`src/cce_cfg.svh`:
```
// Width, block size, credit and timeout settings for the hybrid CCE request path
`ifndef CCE_CFG_SVH
`define CCE_CFG_SVH

// Message field widths
`define CCE_PADDR_WIDTH 40
`define CCE_DATA_WIDTH 64
`define CCE_LCE_ID_WIDTH 4

// Cache block size in bytes
`define CCE_BLOCK_BYTES 64

// Memory network credits
`define CCE_MEM_CREDITS 4

// Simulation run length, in cycles per test vector
`define CCE_NUM_VECTORS 20
`define CCE_TIMEOUT (`CCE_NUM_VECTORS * 40)

`endif

```
`src/cce_pkg.sv`:
```
// Shared types, encodings and message formats for the hybrid CCE request path
`include "cce_cfg.svh"

package cce_pkg;

  typedef logic [`CCE_PADDR_WIDTH-1:0]  paddr_t;
  typedef logic [`CCE_DATA_WIDTH-1:0]   data_t;
  typedef logic [`CCE_LCE_ID_WIDTH-1:0] lce_id_t;

  // log2 of the byte count
  typedef logic [2:0] msg_size_t;

  typedef enum logic [1:0] {
    e_req_rd    = 2'b00,
    e_req_wb    = 2'b01,
    e_req_uc_rd = 2'b10,
    e_req_uc_wr = 2'b11
  } lce_req_type_e;

  typedef enum logic [1:0] {
    e_mem_rd    = 2'b00,
    e_mem_wr    = 2'b01,
    e_mem_uc_rd = 2'b10,
    e_mem_uc_wr = 2'b11
  } mem_cmd_type_e;

  // Coherent pipe
  typedef enum logic {
    e_ready = 1'b0,
    e_send  = 1'b1
  } pipe_state_e;

  typedef struct packed {
    lce_req_type_e msg_type;
    paddr_t        addr;
    lce_id_t       lce_id;
    msg_size_t     size;
    data_t         data;
  } lce_req_s;

  typedef struct packed {
    mem_cmd_type_e msg_type;
    paddr_t        addr;
    lce_id_t       lce_id;
    msg_size_t     size;
    data_t         data;
  } mem_cmd_s;

endpackage

```
`src/cce_req_split.sv`:
```
// LCE request splitter that routes each request to the uncacheable or coherent pipe
`timescale 1ns/10ps

module cce_req_split (
  input  logic              clk_i,
  input  logic              rst_n_i,
  input  cce_pkg::lce_req_s lce_req_i,
  input  logic              lce_req_v_i,
  output logic              lce_req_ready_o,
  output cce_pkg::lce_req_s uc_req_o,
  output logic              uc_req_v_o,
  input  logic              uc_req_ready_i,
  output cce_pkg::lce_req_s coh_req_o,
  output logic              coh_req_v_o,
  input  logic              coh_req_ready_i
);

  cce_pkg::lce_req_s req_r;
  logic              req_v_r;
  logic              route_uc_r;
  logic              is_uc;
  logic              req_taken;
  logic              req_accept;

  assign is_uc = (lce_req_i.msg_type == cce_pkg::e_req_uc_rd) ||
                 (lce_req_i.msg_type == cce_pkg::e_req_uc_wr);

  // Entry leaves on the ready of the output it was steered to
  assign req_taken       = req_v_r & (route_uc_r ? uc_req_ready_i : coh_req_ready_i);
  assign lce_req_ready_o = ~req_v_r | req_taken;
  assign req_accept      = lce_req_v_i & lce_req_ready_o;

  always_ff @(posedge clk_i) begin
    if (!rst_n_i) begin
      req_v_r    <= 1'b0;
      route_uc_r <= 1'b0;
    end else if (req_accept) begin
      req_v_r    <= 1'b1;
      route_uc_r <= is_uc;
    end else if (req_taken) begin
      req_v_r    <= 1'b0;
    end
  end

  always_ff @(posedge clk_i) begin
    if (req_accept) begin
      req_r <= lce_req_i;
    end
  end

  assign uc_req_o    = req_r;
  assign coh_req_o   = req_r;
  assign uc_req_v_o  = req_v_r & route_uc_r;
  assign coh_req_v_o = req_v_r & ~route_uc_r;

endmodule

```
`src/cce_uc_pipe.sv`:
```
// Uncacheable pipe that turns an uncacheable LCE request into a memory command
`timescale 1ns/10ps

module cce_uc_pipe (
  input  logic              clk_i,
  input  logic              rst_n_i,
  input  cce_pkg::lce_req_s req_i,
  input  logic              req_v_i,
  output logic              req_ready_o,
  output cce_pkg::mem_cmd_s cmd_o,
  output logic              cmd_v_o,
  input  logic              cmd_ready_i
);

  cce_pkg::mem_cmd_s cmd_r;
  cce_pkg::mem_cmd_s cmd_next;
  logic              cmd_v_r;
  logic              req_accept;
  logic              is_wr;

  assign req_ready_o = ~cmd_v_r | cmd_ready_i;
  assign req_accept  = req_v_i & req_ready_o;
  assign is_wr       = (req_i.msg_type == cce_pkg::e_req_uc_wr);

  // Address, size and LCE id go to memory as given
  always_comb begin
    cmd_next.msg_type = is_wr ? cce_pkg::e_mem_uc_wr : cce_pkg::e_mem_uc_rd;
    cmd_next.addr     = req_i.addr;
    cmd_next.lce_id   = req_i.lce_id;
    cmd_next.size     = req_i.size;
    cmd_next.data     = is_wr ? req_i.data : '0;
  end

  always_ff @(posedge clk_i) begin
    if (!rst_n_i) begin
      cmd_v_r <= 1'b0;
    end else if (req_accept) begin
      cmd_v_r <= 1'b1;
    end else if (cmd_ready_i) begin
      cmd_v_r <= 1'b0;
    end
  end

  always_ff @(posedge clk_i) begin
    if (req_accept) begin
      cmd_r <= cmd_next;
    end
  end

  assign cmd_o   = cmd_r;
  assign cmd_v_o = cmd_v_r;

endmodule

```
`src/cce_coh_pipe.sv`:
```
// Coherent pipe that turns a cacheable LCE request into a block-aligned memory command
`timescale 1ns/10ps
`include "cce_cfg.svh"

module cce_coh_pipe (
  input  logic              clk_i,
  input  logic              rst_n_i,
  input  cce_pkg::lce_req_s req_i,
  input  logic              req_v_i,
  output logic              req_ready_o,
  output cce_pkg::mem_cmd_s cmd_o,
  output logic              cmd_v_o,
  input  logic              cmd_ready_i
);

  localparam int block_offset_lp = $clog2(`CCE_BLOCK_BYTES);

  cce_pkg::pipe_state_e state_r;
  cce_pkg::mem_cmd_s    cmd_r;
  cce_pkg::mem_cmd_s    cmd_next;
  logic                 req_accept;
  logic                 is_wb;

  // A new request may enter while the held command drains
  assign req_ready_o = (state_r == cce_pkg::e_ready) | cmd_ready_i;
  assign req_accept  = req_v_i & req_ready_o;
  assign is_wb       = (req_i.msg_type == cce_pkg::e_req_wb);

  always_comb begin
    cmd_next.msg_type = is_wb ? cce_pkg::e_mem_wr : cce_pkg::e_mem_rd;
    cmd_next.addr     = req_i.addr & ~cce_pkg::paddr_t'(`CCE_BLOCK_BYTES - 1);
    cmd_next.lce_id   = req_i.lce_id;
    // Always a full block
    cmd_next.size     = cce_pkg::msg_size_t'(block_offset_lp);
    cmd_next.data     = is_wb ? req_i.data : '0;
  end

  always_ff @(posedge clk_i) begin
    if (!rst_n_i) begin
      state_r <= cce_pkg::e_ready;
    end else begin
      case (state_r)
        cce_pkg::e_ready: begin
          if (req_accept) begin
            state_r <= cce_pkg::e_send;
          end
        end
        cce_pkg::e_send: begin
          if (cmd_ready_i && !req_accept) begin
            state_r <= cce_pkg::e_ready;
          end
        end
        default: begin
          state_r <= cce_pkg::e_ready;
        end
      endcase
    end
  end

  always_ff @(posedge clk_i) begin
    if (req_accept) begin
      cmd_r <= cmd_next;
    end
  end

  assign cmd_o   = cmd_r;
  assign cmd_v_o = (state_r == cce_pkg::e_send);

endmodule

```
`src/cce_mem_cmd_arb.sv`:
```
// Round-robin memory command arbiter with output register and memory credit counter
`timescale 1ns/10ps
`include "cce_cfg.svh"

module cce_mem_cmd_arb (
  input  logic              clk_i,
  input  logic              rst_n_i,
  input  cce_pkg::mem_cmd_s uc_cmd_i,
  input  logic              uc_cmd_v_i,
  output logic              uc_cmd_ready_o,
  input  cce_pkg::mem_cmd_s coh_cmd_i,
  input  logic              coh_cmd_v_i,
  output logic              coh_cmd_ready_o,
  output cce_pkg::mem_cmd_s mem_cmd_o,
  output logic              mem_cmd_v_o,
  input  logic              mem_cmd_ready_i,
  input  logic              mem_resp_v_i
);

  localparam int credit_width_lp = $clog2(`CCE_MEM_CREDITS + 1);

  cce_pkg::mem_cmd_s          mem_cmd_r;
  logic                       mem_cmd_v_r;
  logic                       last_grant_coh_r;
  logic [credit_width_lp-1:0] credit_count_r;
  logic                       cmd_sent;
  logic                       credit_return;
  logic                       out_free;
  logic                       credit_room;
  logic                       grant_uc;
  logic                       grant_coh;
  logic                       grant_v;

  assign cmd_sent      = mem_cmd_v_r & mem_cmd_ready_i;
  assign credit_return = mem_resp_v_i & (credit_count_r != '0);
  assign out_free      = ~mem_cmd_v_r | mem_cmd_ready_i;

  // A command parked in the output register already holds a credit
  assign credit_room = (int'(credit_count_r) + int'(mem_cmd_v_r)) < `CCE_MEM_CREDITS;

  // Priority goes to the input that was not granted last
  assign grant_uc  = out_free & credit_room & uc_cmd_v_i &
                     (~coh_cmd_v_i | last_grant_coh_r);
  assign grant_coh = out_free & credit_room & coh_cmd_v_i &
                     (~uc_cmd_v_i | ~last_grant_coh_r);
  assign grant_v   = grant_uc | grant_coh;

  assign uc_cmd_ready_o  = grant_uc;
  assign coh_cmd_ready_o = grant_coh;

  always_ff @(posedge clk_i) begin
    if (!rst_n_i) begin
      mem_cmd_v_r      <= 1'b0;
      last_grant_coh_r <= 1'b0;
    end else begin
      if (grant_v) begin
        mem_cmd_v_r      <= 1'b1;
        last_grant_coh_r <= grant_coh;
      end else if (cmd_sent) begin
        mem_cmd_v_r <= 1'b0;
      end
    end
  end

  always_ff @(posedge clk_i) begin
    if (grant_uc) begin
      mem_cmd_r <= uc_cmd_i;
    end else if (grant_coh) begin
      mem_cmd_r <= coh_cmd_i;
    end
  end

  // Send and return in one cycle cancel out
  always_ff @(posedge clk_i) begin
    if (!rst_n_i) begin
      credit_count_r <= '0;
    end else begin
      case ({cmd_sent, credit_return})
        2'b10:   credit_count_r <= credit_count_r + 1'b1;
        2'b01:   credit_count_r <= credit_count_r - 1'b1;
        default: credit_count_r <= credit_count_r;
      endcase
    end
  end

  assign mem_cmd_o   = mem_cmd_r;
  assign mem_cmd_v_o = mem_cmd_v_r;

endmodule

```
`src/cce_hybrid.sv`:
```
// Hybrid CCE request path from LCE request to memory command
`timescale 1ns/10ps

module cce_hybrid (
  input  logic              clk_i,
  input  logic              rst_n_i,
  input  cce_pkg::lce_req_s lce_req_i,
  input  logic              lce_req_v_i,
  output logic              lce_req_ready_o,
  output cce_pkg::mem_cmd_s mem_cmd_o,
  output logic              mem_cmd_v_o,
  input  logic              mem_cmd_ready_i,
  input  logic              mem_resp_v_i
);

  cce_pkg::lce_req_s uc_req;
  logic              uc_req_v;
  logic              uc_req_ready;
  cce_pkg::lce_req_s coh_req;
  logic              coh_req_v;
  logic              coh_req_ready;

  cce_pkg::mem_cmd_s uc_cmd;
  logic              uc_cmd_v;
  logic              uc_cmd_ready;
  cce_pkg::mem_cmd_s coh_cmd;
  logic              coh_cmd_v;
  logic              coh_cmd_ready;

  cce_req_split u_split (
    .clk_i           (clk_i),
    .rst_n_i         (rst_n_i),
    .lce_req_i       (lce_req_i),
    .lce_req_v_i     (lce_req_v_i),
    .lce_req_ready_o (lce_req_ready_o),
    .uc_req_o        (uc_req),
    .uc_req_v_o      (uc_req_v),
    .uc_req_ready_i  (uc_req_ready),
    .coh_req_o       (coh_req),
    .coh_req_v_o     (coh_req_v),
    .coh_req_ready_i (coh_req_ready)
  );

  cce_uc_pipe u_uc_pipe (
    .clk_i       (clk_i),
    .rst_n_i     (rst_n_i),
    .req_i       (uc_req),
    .req_v_i     (uc_req_v),
    .req_ready_o (uc_req_ready),
    .cmd_o       (uc_cmd),
    .cmd_v_o     (uc_cmd_v),
    .cmd_ready_i (uc_cmd_ready)
  );

  cce_coh_pipe u_coh_pipe (
    .clk_i       (clk_i),
    .rst_n_i     (rst_n_i),
    .req_i       (coh_req),
    .req_v_i     (coh_req_v),
    .req_ready_o (coh_req_ready),
    .cmd_o       (coh_cmd),
    .cmd_v_o     (coh_cmd_v),
    .cmd_ready_i (coh_cmd_ready)
  );

  cce_mem_cmd_arb u_arb (
    .clk_i           (clk_i),
    .rst_n_i         (rst_n_i),
    .uc_cmd_i        (uc_cmd),
    .uc_cmd_v_i      (uc_cmd_v),
    .uc_cmd_ready_o  (uc_cmd_ready),
    .coh_cmd_i       (coh_cmd),
    .coh_cmd_v_i     (coh_cmd_v),
    .coh_cmd_ready_o (coh_cmd_ready),
    .mem_cmd_o       (mem_cmd_o),
    .mem_cmd_v_o     (mem_cmd_v_o),
    .mem_cmd_ready_i (mem_cmd_ready_i),
    .mem_resp_v_i    (mem_resp_v_i)
  );

endmodule

```
`config.mk`:
```
export PLATFORM = sky130hd
export DESIGN_NAME = cce_hybrid
export DESIGN_NICKNAME = d
export VERILOG_FILES = /design/src/cce_pkg.sv /design/src/cce_req_split.sv /design/src/cce_uc_pipe.sv /design/src/cce_coh_pipe.sv /design/src/cce_mem_cmd_arb.sv /design/src/cce_hybrid.sv
export VERILOG_INCLUDE_DIRS = /design/src
export SDC_FILE = /design/constraint.sdc
export NUM_CORES = 1
export LEC_CHECK = 0
export BUFFER_PORTS_ARGS = -buffer_cell sky130_fd_sc_hd__buf_2
export CORE_MARGIN = 4
export CORE_UTILIZATION = 45
export DETAILED_ROUTE_END_ITERATION = 12
export PLACE_DENSITY = 0.72
export SLEW_MARGIN = 20
export SYNTH_ARGS = -nofsm -noshare
export SYNTH_HDL_FRONTEND = slang
export SYNTH_HIERARCHICAL = 1
export SYNTH_SLANG_ARGS = --single-unit
```
`constraint.sdc`:
```
create_clock -name clk_i -period 11.3 [get_ports clk_i]
set_input_delay 2.825 -clock clk_i [delete_from_list [all_inputs] [get_ports clk_i]]
set_output_delay 2.825 -clock clk_i [all_outputs]
set_load 0.005 [all_outputs]
```
==> reports/qor.yml <==
outcome:
  outcome: "finished clean"
detailed_routing:
  firstDrtPassIters: 5
  drtIter0Drc: 398
  routed_wl_microns: 30100
  ant_nets: 0
  wl_per_cell_microns: 18.9
  viasPerCell: 4.72
  via_count: 7507
  drc_errors: 0
synth:
  avgSynthCellArea_sq_um: 19.3
  yosysUniqueCellTypes: 34
  async_flop_share_pct: 0
  ys_seq_area_share_pct: 77.1
  synth-seq-cells: 450
  ys.flop_type: "edfxtp_1"
  syn_area_sq_um: 17400
  synth_edf_count: 441
  synthCells: 901
  yosys_warnings: 6
floorplan:
  ios: 233
  initial_utilization_pct: 45.9
  die-width_microns: 205
  core_sq_um: 37900
  fp-row-count: 71
  fp.dieH_microns: 205
  die_area_sq_um: 41900
layout:
  area_growth_pct: 11.9
  nFillCells: 3043
  drive_gt1_share_pct: 40.0
  final_nets: 1162
  stdcell_count: 1592
  layout_commonest_cell: "edfxtp_1"
  layout_common_cells: "edfxtp_1, buf_2, and3_1, and2_1, mux2_4"
clocking:
  clock_sinks: 450
  ctsHoldBuffers: 0
  cts_htree_levels: 2
  cts.repair.resized: 0
  cts_setup_buffers: 0
  root_buffer: "clkbuf_16"
  tritoncts: "built"
  numCtsBuffers: 47
  clkTransAtPathRegs_ns: 0.06
  insertion_delay_ns: 0.57
  clock_path_buffers: 3
sta:
  fin_crit_ns: 7.23
  max_freq_mhz: 138
  tightest_slew_ns: 0.956
  maxSlewHeadroom_pct: 36.3
  setup_viol_count_final: 0
  fin_crit_sh_pct: 64.0
  hold_violations: 0
  setup_tns_ns: 0
  drv_slew: 0
  grt_setup_unrepaired: "no"
  skew_ns: 0.0144
global_route:
  grtUsageTotal_pct: 14.2
  grt_pass1_wl_microns: 45400
  grt_antenna_before_repair: 1
  grt_max_degree: 70
  grt_overflow_total: 0
  first_global_vias: 8014
place:
  port_buffers: 232
  gp_congestion: 0.752
  hpwl_microns: 17800
  dp.cells: 1504
setup_path:
  worst-path-max-fanout: 14
  start_kind: "input pin"
  required_ns: 8.48
  end_kind: "output pin"
  crit_type: "in2out"
  arrival_ns: 4.40
run:
  maxCapViolations: 0
power_and_ir_drop:
  power_density_nw_per_um2: 184
  vdd_ir_drop_max_mv: 0.127
  p_leak_nw: 7.31
min_path:
  hp-class: "reg2reg"
==> synth_stat cells, drive strengths merged (3+ instances only) <==
library cell  count  area [sq um]
edfxtp          441         13200
buf             156          1320
mux2            113          1490
and2             68           427
and3             65           407
dfxtp             9           180
inv               9          33.8
a21oi             5          25.0
a21boi            4          33.8
conb              3          11.3
nand2b            3          18.8
nor2              3          11.3
==> logic make-up after synthesis <==
logic type               synth area share, %
AO/OA/AOI/OAI                          0.733
XOR/XNOR                               0.101
adder cells (fa/ha/maj)                0.187
buffers and inverters                   7.84
flip-flops                              77.1
multiplexers                            8.64
other                                 0.0647
AND/OR/NAND/NOR                         5.29
==> metal layers <==
metal / vias to the layer above / part of all wire [%] / global-route usage (%)
li1: 3512 / - / -
met1: 3755 / 40 / 17.1
met2: 191 / 52 / 25.0
met3: 49 / 5.3 / 3.06
met4: 0 / 2.5 / 5.41
met5: - / 0 / 0
==> metrics by stage <==
step / instance area, sq um / hold WS [ns] / setup slack, ns / utilization [%] / total power [mW]
finish: 19500 / 0.417 / 4.07 / 51.3 / 3.59
global route: 19500 / 0.424 / 3.93 / 51.3 / 3.73
CTS: 19500 / 0.419 / 4.07 / 51.3 / 3.64
detailed placement: 18000 / 0.405 / 4.06 / 47.5 / 2.18
global placement: 18000 / 0.404 / 4.12 / 47.5 / 2.17
floorplan: 17400 / 0.428 / 1.22 / - / 2.13
==> state kept, by name (all words and copies together) (netlist names) <==
signal and flops:
u_arb/mem_cmd_o 113, u_split/coh_req_o 113, u_uc_pipe/cmd_o 112, u_coh_pipe/cmd_o 103, u_arb/credit_count_r 3, u_arb/last_grant_coh_r 1, u_arb/mem_cmd_v_o 1, u_coh_pipe/cmd_v_o 1
u_split/req_v_r 1, u_split/route_uc_r 1, u_uc_pipe/cmd_v_o 1
==> worst max-delay path: stages <==
cell	delay [ns]
buf_2	0.11
nor2b_4	0.04
a311oi_2	0.41
and2b_4	0.39
nand2b_1	0.21
mux2i_1	0.15
nand2_1	0.13
buf_2	0.12
==> power breakdown <==
group | switching [mW] | internal [mW] | leakage [nW]
sequential | 0.0271 | 1.93 | 4.31
clock | 0.616 | 0.835 | 0.702
combinational | 0.104 | 0.0764 | 2.30
==> path summary, 6_finish.rpt <==
check	start	end	slack [ns]	cells after the start
max	mem_cmd_ready_i	lce_req_ready_o	4.07	8
min	u_split/coh_req_o[74]	u_uc_pipe/cmd_o[74]	0.42	0
min reg2reg	u_split/coh_req_o[74]	u_uc_pipe/cmd_o[74]	0.42	0
max reg2reg	u_arb/mem_cmd_v_o	u_uc_pipe/cmd_o[102]	7.80	6
==> area by class of cell <==
type / count / area [sq um] / share of cell area [%]
Sequential cell: 450 / 13400 / 68.9
Clock inverter: 26 / 208 / 1.07
Clock buffer: 60 / 1260 / 6.45
Multi-Input combinational cell: 292 / 2670 / 13.7
Antenna cell: 2 / 5.00 / 0.0257
Tap cell: 511 / 639 / 3.28
Timing Repair Buffer: 242 / 1240 / 6.35
Inverter: 9 / 33.8 / 0.173
(Power assumes the default switching activity.)
